## config.mk

```make
export PLATFORM = sky130hd
export DESIGN_NAME = adc_top
export DESIGN_NICKNAME = d
export VERILOG_FILES = /design/src/design/adc_pkg.sv /design/src/design/adc_ctrl_if.sv /design/src/design/adc_sclk_gen.sv /design/src/design/adc_serial_rx.sv /design/src/design/adc_regs.sv /design/src/design/adc_top.sv
export VERILOG_INCLUDE_DIRS = /design/src /design/src/design
export SDC_FILE = /design/constraint.sdc
export NUM_CORES = 1
export LEC_CHECK = 0
export BUFFER_PORTS_ARGS = -buffer_cell sky130_fd_sc_hd__buf_2
export CAP_MARGIN = 20
export CORE_ASPECT_RATIO = 0.9
export CORE_UTILIZATION = 58
export CTS_BUF_LIST = sky130_fd_sc_hd__clkbuf_8
export DETAILED_ROUTE_END_ITERATION = 10
export PLACE_DENSITY = 0.91
export SLEW_MARGIN = 10
export SYNTH_ARGS = -nofsm -noshare
export SYNTH_HDL_FRONTEND = slang
export SYNTH_SLANG_ARGS = --single-unit
```

## constraint.sdc

```tcl
create_clock -name clk -period 2.7 [get_ports clk]
set_input_delay 0.27 -clock clk [delete_from_list [all_inputs] [get_ports clk]]
set_output_delay 0.27 -clock clk [all_outputs]
set_load 0.01 [all_outputs]
```

## src/design/adc_consts.svh

```systemverilog
`ifndef ADC_CONSTS_SVH
`define ADC_CONSTS_SVH

// serial frame shape
`define ADC_BITS         12
`define ADC_LEAD_ZEROS   4
`define ADC_FRAME_SCLKS  16
`define ADC_CAL_SCLKS    32

// sclk half period in clk cycles for 1 MHz from 24 MHz
`define ADC_DIV_RESET    12
`define ADC_DIV_W        8

// axi4-lite
`define AXI_ADDR_W       4
`define AXI_DATA_W       32

`endif

```

## src/design/adc_pkg.sv

```systemverilog
`include "adc_consts.svh"

package adc_pkg;

    typedef logic [`ADC_BITS-1:0] sample_t;

    typedef enum logic [2:0] {
        RX_OFF,
        RX_CAL,
        RX_QUIET,
        RX_WAIT,
        RX_RECV
    } rx_state_t;

    typedef enum logic [1:0] {
        RESP_OKAY   = 2'b00,
        RESP_SLVERR = 2'b10
    } axi_resp_t;

    // word offsets of the register map
    typedef enum logic [3:0] {
        REG_CTRL   = 4'h0,
        REG_DIV    = 4'h4,
        REG_STATUS = 4'h8,
        REG_DATA   = 4'hC
    } reg_addr_t;

endpackage

```

## src/design/adc_ctrl_if.sv

```systemverilog
`include "adc_consts.svh"

interface adc_ctrl_if
    import adc_pkg::*;
();
    // register block to receiver
    logic                  enable;
    logic                  start;
    logic                  continuous;
    logic [`ADC_DIV_W-1:0] half_div;

    // receiver to register block
    logic                  ready;
    logic                  busy;
    sample_t               sample;
    logic                  sample_valid;

    modport regs (
        output enable, start, continuous, half_div,
        input  ready, busy, sample, sample_valid
    );

    modport rx (
        input  enable, start, continuous, half_div,
        output ready, busy, sample, sample_valid
    );

endinterface

```

## src/design/adc_sclk_gen.sv

```systemverilog
`include "adc_consts.svh"

module adc_sclk_gen (
    input  logic                  clk,
    input  logic                  reset,
    input  logic                  run,
    input  logic [`ADC_DIV_W-1:0] half_div,
    output logic                  sclk,
    output logic                  rise,
    output logic                  fall
);

    logic [`ADC_DIV_W-1:0] cnt;
    logic                  tick;

    // end of a half period
    assign tick = run && (cnt <= 1);

    always_ff @(posedge clk) begin
        if (reset) begin
            cnt  <= `ADC_DIV_W'(`ADC_DIV_RESET);
            sclk <= 1'b1;
            rise <= 1'b0;
            fall <= 1'b0;
        end else begin
            // strobes line up with the new sclk level
            rise <= tick && !sclk;
            fall <= tick && sclk;
            if (!run) begin
                cnt  <= half_div;
                sclk <= 1'b1;
            end else if (tick) begin
                cnt  <= half_div;
                sclk <= ~sclk;
            end else begin
                cnt <= cnt - 1'b1;
            end
        end
    end

endmodule

```

## src/design/adc_serial_rx.sv

```systemverilog
`include "adc_consts.svh"

module adc_serial_rx
    import adc_pkg::*;
(
    input  logic    clk,
    input  logic    reset,
    input  logic    sdo,
    adc_ctrl_if.rx  ctrl,
    output logic    cs,
    output logic    sclk
);

    rx_state_t           state;
    logic [5:0]          sclk_cnt;
    logic [`ADC_DIV_W:0] quiet_cnt;
    sample_t             shift;
    logic                pending;
    logic                rise;

    // sclk only runs while a frame holds cs low
    adc_sclk_gen u_sclk_gen (
        .clk      (clk),
        .reset    (reset),
        .run      (!cs),
        .half_div (ctrl.half_div),
        .sclk     (sclk),
        .rise     (rise),
        .fall     ()
    );

    assign ctrl.busy = ~cs;

    always_ff @(posedge clk) begin
        if (reset) begin
            state             <= RX_OFF;
            cs                <= 1'b1;
            ctrl.ready        <= 1'b0;
            ctrl.sample_valid <= 1'b0;
            pending           <= 1'b0;
            sclk_cnt          <= '0;
            quiet_cnt         <= '0;
        end else begin
            ctrl.sample_valid <= 1'b0;
            // hold a start that lands outside the wait state
            if (ctrl.start) begin
                pending <= 1'b1;
            end
            if (!ctrl.enable) begin
                state      <= RX_OFF;
                cs         <= 1'b1;
                ctrl.ready <= 1'b0;
                pending    <= 1'b0;
            end else begin
                case (state)
                    RX_OFF: begin
                        state    <= RX_CAL;
                        cs       <= 1'b0;
                        sclk_cnt <= '0;
                    end
                    RX_CAL: begin
                        if (rise) begin
                            if (sclk_cnt == 6'(`ADC_CAL_SCLKS - 1)) begin
                                state      <= RX_QUIET;
                                cs         <= 1'b1;
                                ctrl.ready <= 1'b1;
                                quiet_cnt  <= {ctrl.half_div, 1'b0};
                            end else begin
                                sclk_cnt <= sclk_cnt + 1'b1;
                            end
                        end
                    end
                    RX_QUIET: begin
                        // one full sclk period with cs high
                        if (quiet_cnt <= 1) begin
                            state <= RX_WAIT;
                        end else begin
                            quiet_cnt <= quiet_cnt - 1'b1;
                        end
                    end
                    RX_WAIT: begin
                        if (pending || ctrl.start || ctrl.continuous) begin
                            state    <= RX_RECV;
                            cs       <= 1'b0;
                            sclk_cnt <= '0;
                            pending  <= 1'b0;
                        end
                    end
                    RX_RECV: begin
                        if (rise) begin
                            if (sclk_cnt == 6'(`ADC_FRAME_SCLKS - 1)) begin
                                state             <= RX_QUIET;
                                cs                <= 1'b1;
                                quiet_cnt         <= {ctrl.half_div, 1'b0};
                                ctrl.sample_valid <= 1'b1;
                            end else begin
                                sclk_cnt <= sclk_cnt + 1'b1;
                            end
                        end
                    end
                    default: begin
                        state <= RX_OFF;
                        cs    <= 1'b1;
                    end
                endcase
            end
        end
    end

    // bit k of the frame taken at rise k with msb first after the zeros
    always_ff @(posedge clk) begin
        if (state == RX_RECV && rise) begin
            if (sclk_cnt >= 6'(`ADC_LEAD_ZEROS)) begin
                shift <= {shift[`ADC_BITS-2:0], sdo};
            end
            if (sclk_cnt == 6'(`ADC_FRAME_SCLKS - 1)) begin
                ctrl.sample <= {shift[`ADC_BITS-2:0], sdo};
            end
        end
    end

endmodule

```

## src/design/adc_regs.sv

```systemverilog
`include "adc_consts.svh"

module adc_regs
    import adc_pkg::*;
(
    input  logic                    clk,
    input  logic                    reset,
    input  logic [`AXI_ADDR_W-1:0]  awaddr,
    input  logic                    awvalid,
    output logic                    awready,
    input  logic [`AXI_DATA_W-1:0]  wdata,
    input  logic [`AXI_DATA_W/8-1:0] wstrb,
    input  logic                    wvalid,
    output logic                    wready,
    output axi_resp_t               bresp,
    output logic                    bvalid,
    input  logic                    bready,
    input  logic [`AXI_ADDR_W-1:0]  araddr,
    input  logic                    arvalid,
    output logic                    arready,
    output logic [`AXI_DATA_W-1:0]  rdata,
    output axi_resp_t               rresp,
    output logic                    rvalid,
    input  logic                    rready,
    adc_ctrl_if.regs                ctrl
);

    logic                   wr_fire;
    logic                   rd_fire;
    logic                   data_rd;
    logic                   wr_ok;
    logic                   rd_ok;
    logic [`AXI_DATA_W-1:0] rd_mux;
    logic                   new_data;
    logic                   overrun;
    sample_t                data;
    logic [15:0]            sample_cnt;

    assign wr_fire = awready && wready;
    assign rd_fire = arvalid && arready;
    assign data_rd = rd_fire && (araddr == REG_DATA);

    // every word slot of the 4-bit space is mapped
    assign wr_ok = (awaddr[1:0] == 2'b00);
    assign rd_ok = (araddr[1:0] == 2'b00);

    always_comb begin
        rd_mux = '0;
        case (araddr)
            REG_CTRL: begin
                rd_mux[0] = ctrl.enable;
                rd_mux[2] = ctrl.continuous;
            end
            REG_DIV: begin
                rd_mux[`ADC_DIV_W-1:0] = ctrl.half_div;
            end
            REG_STATUS: begin
                rd_mux[3:0] = {overrun, new_data, ctrl.busy, ctrl.ready};
            end
            REG_DATA: begin
                rd_mux[`ADC_BITS-1:0] = data;
                rd_mux[31:16]         = sample_cnt;
            end
            default: begin
                rd_mux = '0;
            end
        endcase
    end

    // handshakes
    always_ff @(posedge clk) begin
        if (reset) begin
            awready <= 1'b0;
            wready  <= 1'b0;
            bvalid  <= 1'b0;
            arready <= 1'b0;
            rvalid  <= 1'b0;
        end else begin
            awready <= awvalid && wvalid && !awready && !bvalid;
            wready  <= awvalid && wvalid && !awready && !bvalid;
            if (bvalid && bready) begin
                bvalid <= 1'b0;
            end
            if (wr_fire) begin
                bvalid <= 1'b1;
            end
            arready <= arvalid && !arready && !rvalid;
            if (rvalid && rready) begin
                rvalid <= 1'b0;
            end
            if (rd_fire) begin
                rvalid <= 1'b1;
            end
        end
    end

    // held until the master takes them
    always_ff @(posedge clk) begin
        if (wr_fire) begin
            bresp <= wr_ok ? RESP_OKAY : RESP_SLVERR;
        end
        if (rd_fire) begin
            rdata <= rd_mux;
            rresp <= rd_ok ? RESP_OKAY : RESP_SLVERR;
        end
    end

    always_ff @(posedge clk) begin
        if (reset) begin
            ctrl.enable     <= 1'b0;
            ctrl.start      <= 1'b0;
            ctrl.continuous <= 1'b0;
            ctrl.half_div   <= `ADC_DIV_W'(`ADC_DIV_RESET);
            new_data        <= 1'b0;
            overrun         <= 1'b0;
            data            <= '0;
            sample_cnt      <= '0;
        end else begin
            ctrl.start <= 1'b0;
            if (wr_fire && wstrb[0]) begin
                case (awaddr)
                    REG_CTRL: begin
                        ctrl.enable     <= wdata[0];
                        ctrl.start      <= wdata[1];
                        ctrl.continuous <= wdata[2];
                    end
                    REG_DIV: begin
                        // zero would stall the divider
                        if (wdata[`ADC_DIV_W-1:0] == '0) begin
                            ctrl.half_div <= {{(`ADC_DIV_W-1){1'b0}}, 1'b1};
                        end else begin
                            ctrl.half_div <= wdata[`ADC_DIV_W-1:0];
                        end
                    end
                    REG_STATUS: begin
                        if (wdata[3]) begin
                            overrun <= 1'b0;
                        end
                    end
                    default: begin
                    end
                endcase
            end
            if (data_rd) begin
                new_data <= 1'b0;
            end
            // a fresh sample wins over a clear in the same cycle
            if (ctrl.sample_valid) begin
                data       <= ctrl.sample;
                sample_cnt <= sample_cnt + 1'b1;
                new_data   <= 1'b1;
                if (new_data && !data_rd) begin
                    overrun <= 1'b1;
                end
            end
        end
    end

endmodule

```

## src/design/adc_top.sv

```systemverilog
`include "adc_consts.svh"

module adc_top (
    input  logic                     clk,
    input  logic                     reset,
    input  logic [`AXI_ADDR_W-1:0]   awaddr,
    input  logic                     awvalid,
    output logic                     awready,
    input  logic [`AXI_DATA_W-1:0]   wdata,
    input  logic [`AXI_DATA_W/8-1:0] wstrb,
    input  logic                     wvalid,
    output logic                     wready,
    output logic [1:0]               bresp,
    output logic                     bvalid,
    input  logic                     bready,
    input  logic [`AXI_ADDR_W-1:0]   araddr,
    input  logic                     arvalid,
    output logic                     arready,
    output logic [`AXI_DATA_W-1:0]   rdata,
    output logic [1:0]               rresp,
    output logic                     rvalid,
    input  logic                     rready,
    output logic                     cs,
    output logic                     sclk,
    input  logic                     sdo
);

    adc_ctrl_if ctrl_bus ();

    adc_regs u_regs (
        .clk     (clk),
        .reset   (reset),
        .awaddr  (awaddr),
        .awvalid (awvalid),
        .awready (awready),
        .wdata   (wdata),
        .wstrb   (wstrb),
        .wvalid  (wvalid),
        .wready  (wready),
        .bresp   (bresp),
        .bvalid  (bvalid),
        .bready  (bready),
        .araddr  (araddr),
        .arvalid (arvalid),
        .arready (arready),
        .rdata   (rdata),
        .rresp   (rresp),
        .rvalid  (rvalid),
        .rready  (rready),
        .ctrl    (ctrl_bus.regs)
    );

    adc_serial_rx u_rx (
        .clk   (clk),
        .reset (reset),
        .sdo   (sdo),
        .ctrl  (ctrl_bus.rx),
        .cs    (cs),
        .sclk  (sclk)
    );

endmodule

```

==> out/metrics.yaml <==
global_route:
  grt_max_degree: 39
  grt_overflow_total: 0
  grt_usage_pct: 25.0
  antenna_found_initial: 0
  first_global_vias: 4090
  grt_pass1_wl_mm: 19.1
yosys:
  yosysMostFrequentCell: "dfxtp_1"
  synth_ff_type: "dfxtp_1"
  synthTopCellsByArea: "edfxtp_1 29%, dfxtp_1 28%, nor2_1 4.9%, mux2i_1 4.3%, and2_1 2.6%"
  yosys_warnings: 0
  synth_area_sq_mm: 0.00557
  synth_edf_count: 53
  yosysUniqueCellTypes: 53
  ys_seq_area_share_pct: 56.2
  yosys.area.top_type: "edfxtp_1"
  ys_seq_elements: 130
  yosys-top-cells-count: "77 x dfxtp_1, 73 x nor2_1, 53 x edfxtp_1"
  ys_async_sr_fraction_pct: 0
  synth_cells: 531
  synth.top_cell.area_share_pct: 28.6
  syn_area_per_cell_sq_um: 10.5
clock_network:
  cts_tree: "built"
  post_cts_resized: 0
  postCtsSetupBuffers: 0
  cts_buffers: 17
  cts.clk_slew.worst_paths_ns: 0.07
  cts_buffer_depth: 2
  clock_latency_ns: 0.43
  cts_hold_buf: 0
  clock_sinks: 130
  cts_root_buffer: "clkbuf_8"
  htree_levels: 4
critical_path:
  reg2reg_depth: 5
  arrival_ns: 2.74
  r2r_slack_ns: 0.32
  path_max_fanout: 17
  reg2reg_from: "u_rx.state[0]"
  start_kind: "register"
  r2r_end: "u_rx.quiet_cnt[7]"
  crit_required_ns: 3.06
  cp-end-kind: "register"
  criticalPathCategory: "register to register"
drt:
  drc_errors: 0
  vias_per_cell: 5.76
  antenna_left: 0
  dr.first_iter.drc_count: 246
  wl_per_cell_microns: 16.3
  dr.pass1.iters: 5
  routed_wl_mm: 11.8
  vias: 4179
hold_path:
  holdPathEnd: "u_rx.shift[0]"
  min-delay-start: "sdo"
  hold_class: "input pin to register"
  whs_path_depth: 1
placed_design:
  io_buffers: 61
  hpwlAfterDp_mm: 7.98
  placed_area_sq_mm: 0.00594
  gp_congestion: 0.894
sta:
  fin_skew_ns: 0.00938
  slew_viol_final: 0
  period_needed_ns: 2.38
  tightest_slew_ns: 0.907
  hold_violations: 0
  rsz0062_at_grt: "no"
  whs_ns: 0.0323
  fin_tns_setup_ns: 0
  setup_violations: 0
  period_share_pct: 88.2
  fmaxAchievable_ghz: 0.420
  slew_headroom_pct: 39.3
floorplan:
  die_h_microns: 95
  initial_core_util_pct: 60.5
  core_sq_mm: 0.00921
  ioPinCount: 95
  die_w_microns: 105
  die_area_sq_mm: 0.0100
  core.rowCount: 33
final_layout:
  stdcell_area_sq_mm: 0.00642
  fin_nets: 649
  antenna_cells: 0
  drive_gt1_share_pct: 18.4
  final_util_pct: 69.7
  regArea_sq_mm: 0.00313
  fillerInstances: 602
  syn2layout_area_growth_pct: 15.2
  multi_input_comb_area_sq_mm: 0.00222
run:
  maxCapViolCount: 0
power:
  peakVddDrop_v: 0.000366
  powerDensity_mw_per_mm2: 638
  p_leak_nw: 2.41
status:
  status: "completed"
worst max-delay path by stage:
| stage | startpoint | endpoint | slack (ns) | cells after the start |
|---|---|---|---|---|
| 2_1_floorplan | u_rx.state[2] | u_rx.ctrl.sample[0] | 0.72 | 5 |
| 6_report | u_rx.state[0] | u_rx.quiet_cnt[7] | 0.32 | 5 |
| 3_3_place_gp | u_rx.u_sclk_gen.cnt[0] | u_rx.u_sclk_gen.cnt[2] | 0.58 | 7 |
| 4_1_cts | u_rx.state[0] | u_rx.quiet_cnt[7] | 0.36 | 5 |
| 5_1_grt | u_rx.state[0] | u_rx.quiet_cnt[7] | 0.1 | 5 |
| 3_5_place_dp | u_rx.u_sclk_gen.cnt[0] | u_rx.u_sclk_gen.cnt[2] | 0.45 | 7 |
metal layers:
layer | GRT usage, % | part of all wire (%)
met1 | 28.6 | 41
met2 | 42.7 | 50
met4 | 13.3 | 3.2
met5 | 0 | 0
met3 | 7.59 | 6.4
through the flow:
stage / power (mW) / setup WS, ns / cells
2_1_floorplan: 2.15 / 0.723 / 536
3_3_place_gp: 2.19 / 0.582 / 693
3_5_place_dp: 2.19 / 0.454 / 693
4_1_cts: 4.10 / 0.365 / 725
5_1_grt: 4.21 / 0.0966 / 725
6_report: 4.10 / 0.318 / 725
sequential cells by signal, summed over array words and instances (netlist names), 3 cells and up:
register              cells
u_regs.ctrl.half_div      8
u_rx.quiet_cnt            9
u_regs.sample_cnt        16
u_rx.sclk_cnt             6
u_rx.shift               11
u_regs.rdata             28
u_rx.state                3
u_regs.data              12
u_rx.ctrl.sample         12
u_rx.u_sclk_gen.cnt       8
kinds of logic (layout without fill, tap and decap cells):
logic type / count (synthesis) / after routing / synth area share (%)
simple gates: 210 / 210 / 19.8
flops: 130 / 130 / 56.2
fa+ha+maj: 7 / 7 / 1.57
mux: 27 / 27 / 5.32
compound gates: 81 / 81 / 9.27
buf+inv: 53 / 120 / 4.26
other cells: 1 / 6 / 0.0673
xor+xnor: 22 / 22 / 3.46
cell type report:
cell class,instances,share of cell area (%)
Sequential cell,130,48.8
Multi-Input combinational cell,353,34.6
Timing Repair Buffer,68,5.57
Clock buffer,22,4.72
Clock inverter,10,2.77
Tap cell,122,2.38
Inverter,20,1.17
power breakdown:
part | total (mW) | switching [mW] | leakage (nW) | internal [mW]
registers | 2.05 | 0.00624 | 1.11 | 2.04
clock network | 1.95 | 0.728 | 0.250 | 1.22
logic | 0.0989 | 0.0644 | 1.05 | 0.0344
worst max-delay path, cell delays in order (launching register included):
cell and delay, ns:
dfxtp_1 0.66, xor2_1 0.27, nand2b_1 0.31, o221ai_2 0.64
o21ai_0 0.23, a21oi_1 0.19
layout by cell type, fill, tap and decap left out, types with 8 or more instances in the layout:
master,instances
clkbuf_8,22
and2_1,23
o21ai_0,19
dfxtp_1,77
nand2_1,28
buf_2,61
nor2b_1,12
nor2_1,73
or3_1,8
inv_1,21
xnor2_1,10
a21oi_1,28
mux2i_1,24
nand2b_1,9
edfxtp_1,53
xor2_1,12
nor3_1,10
No activity file was read; power rests on OpenSTA's default activity.
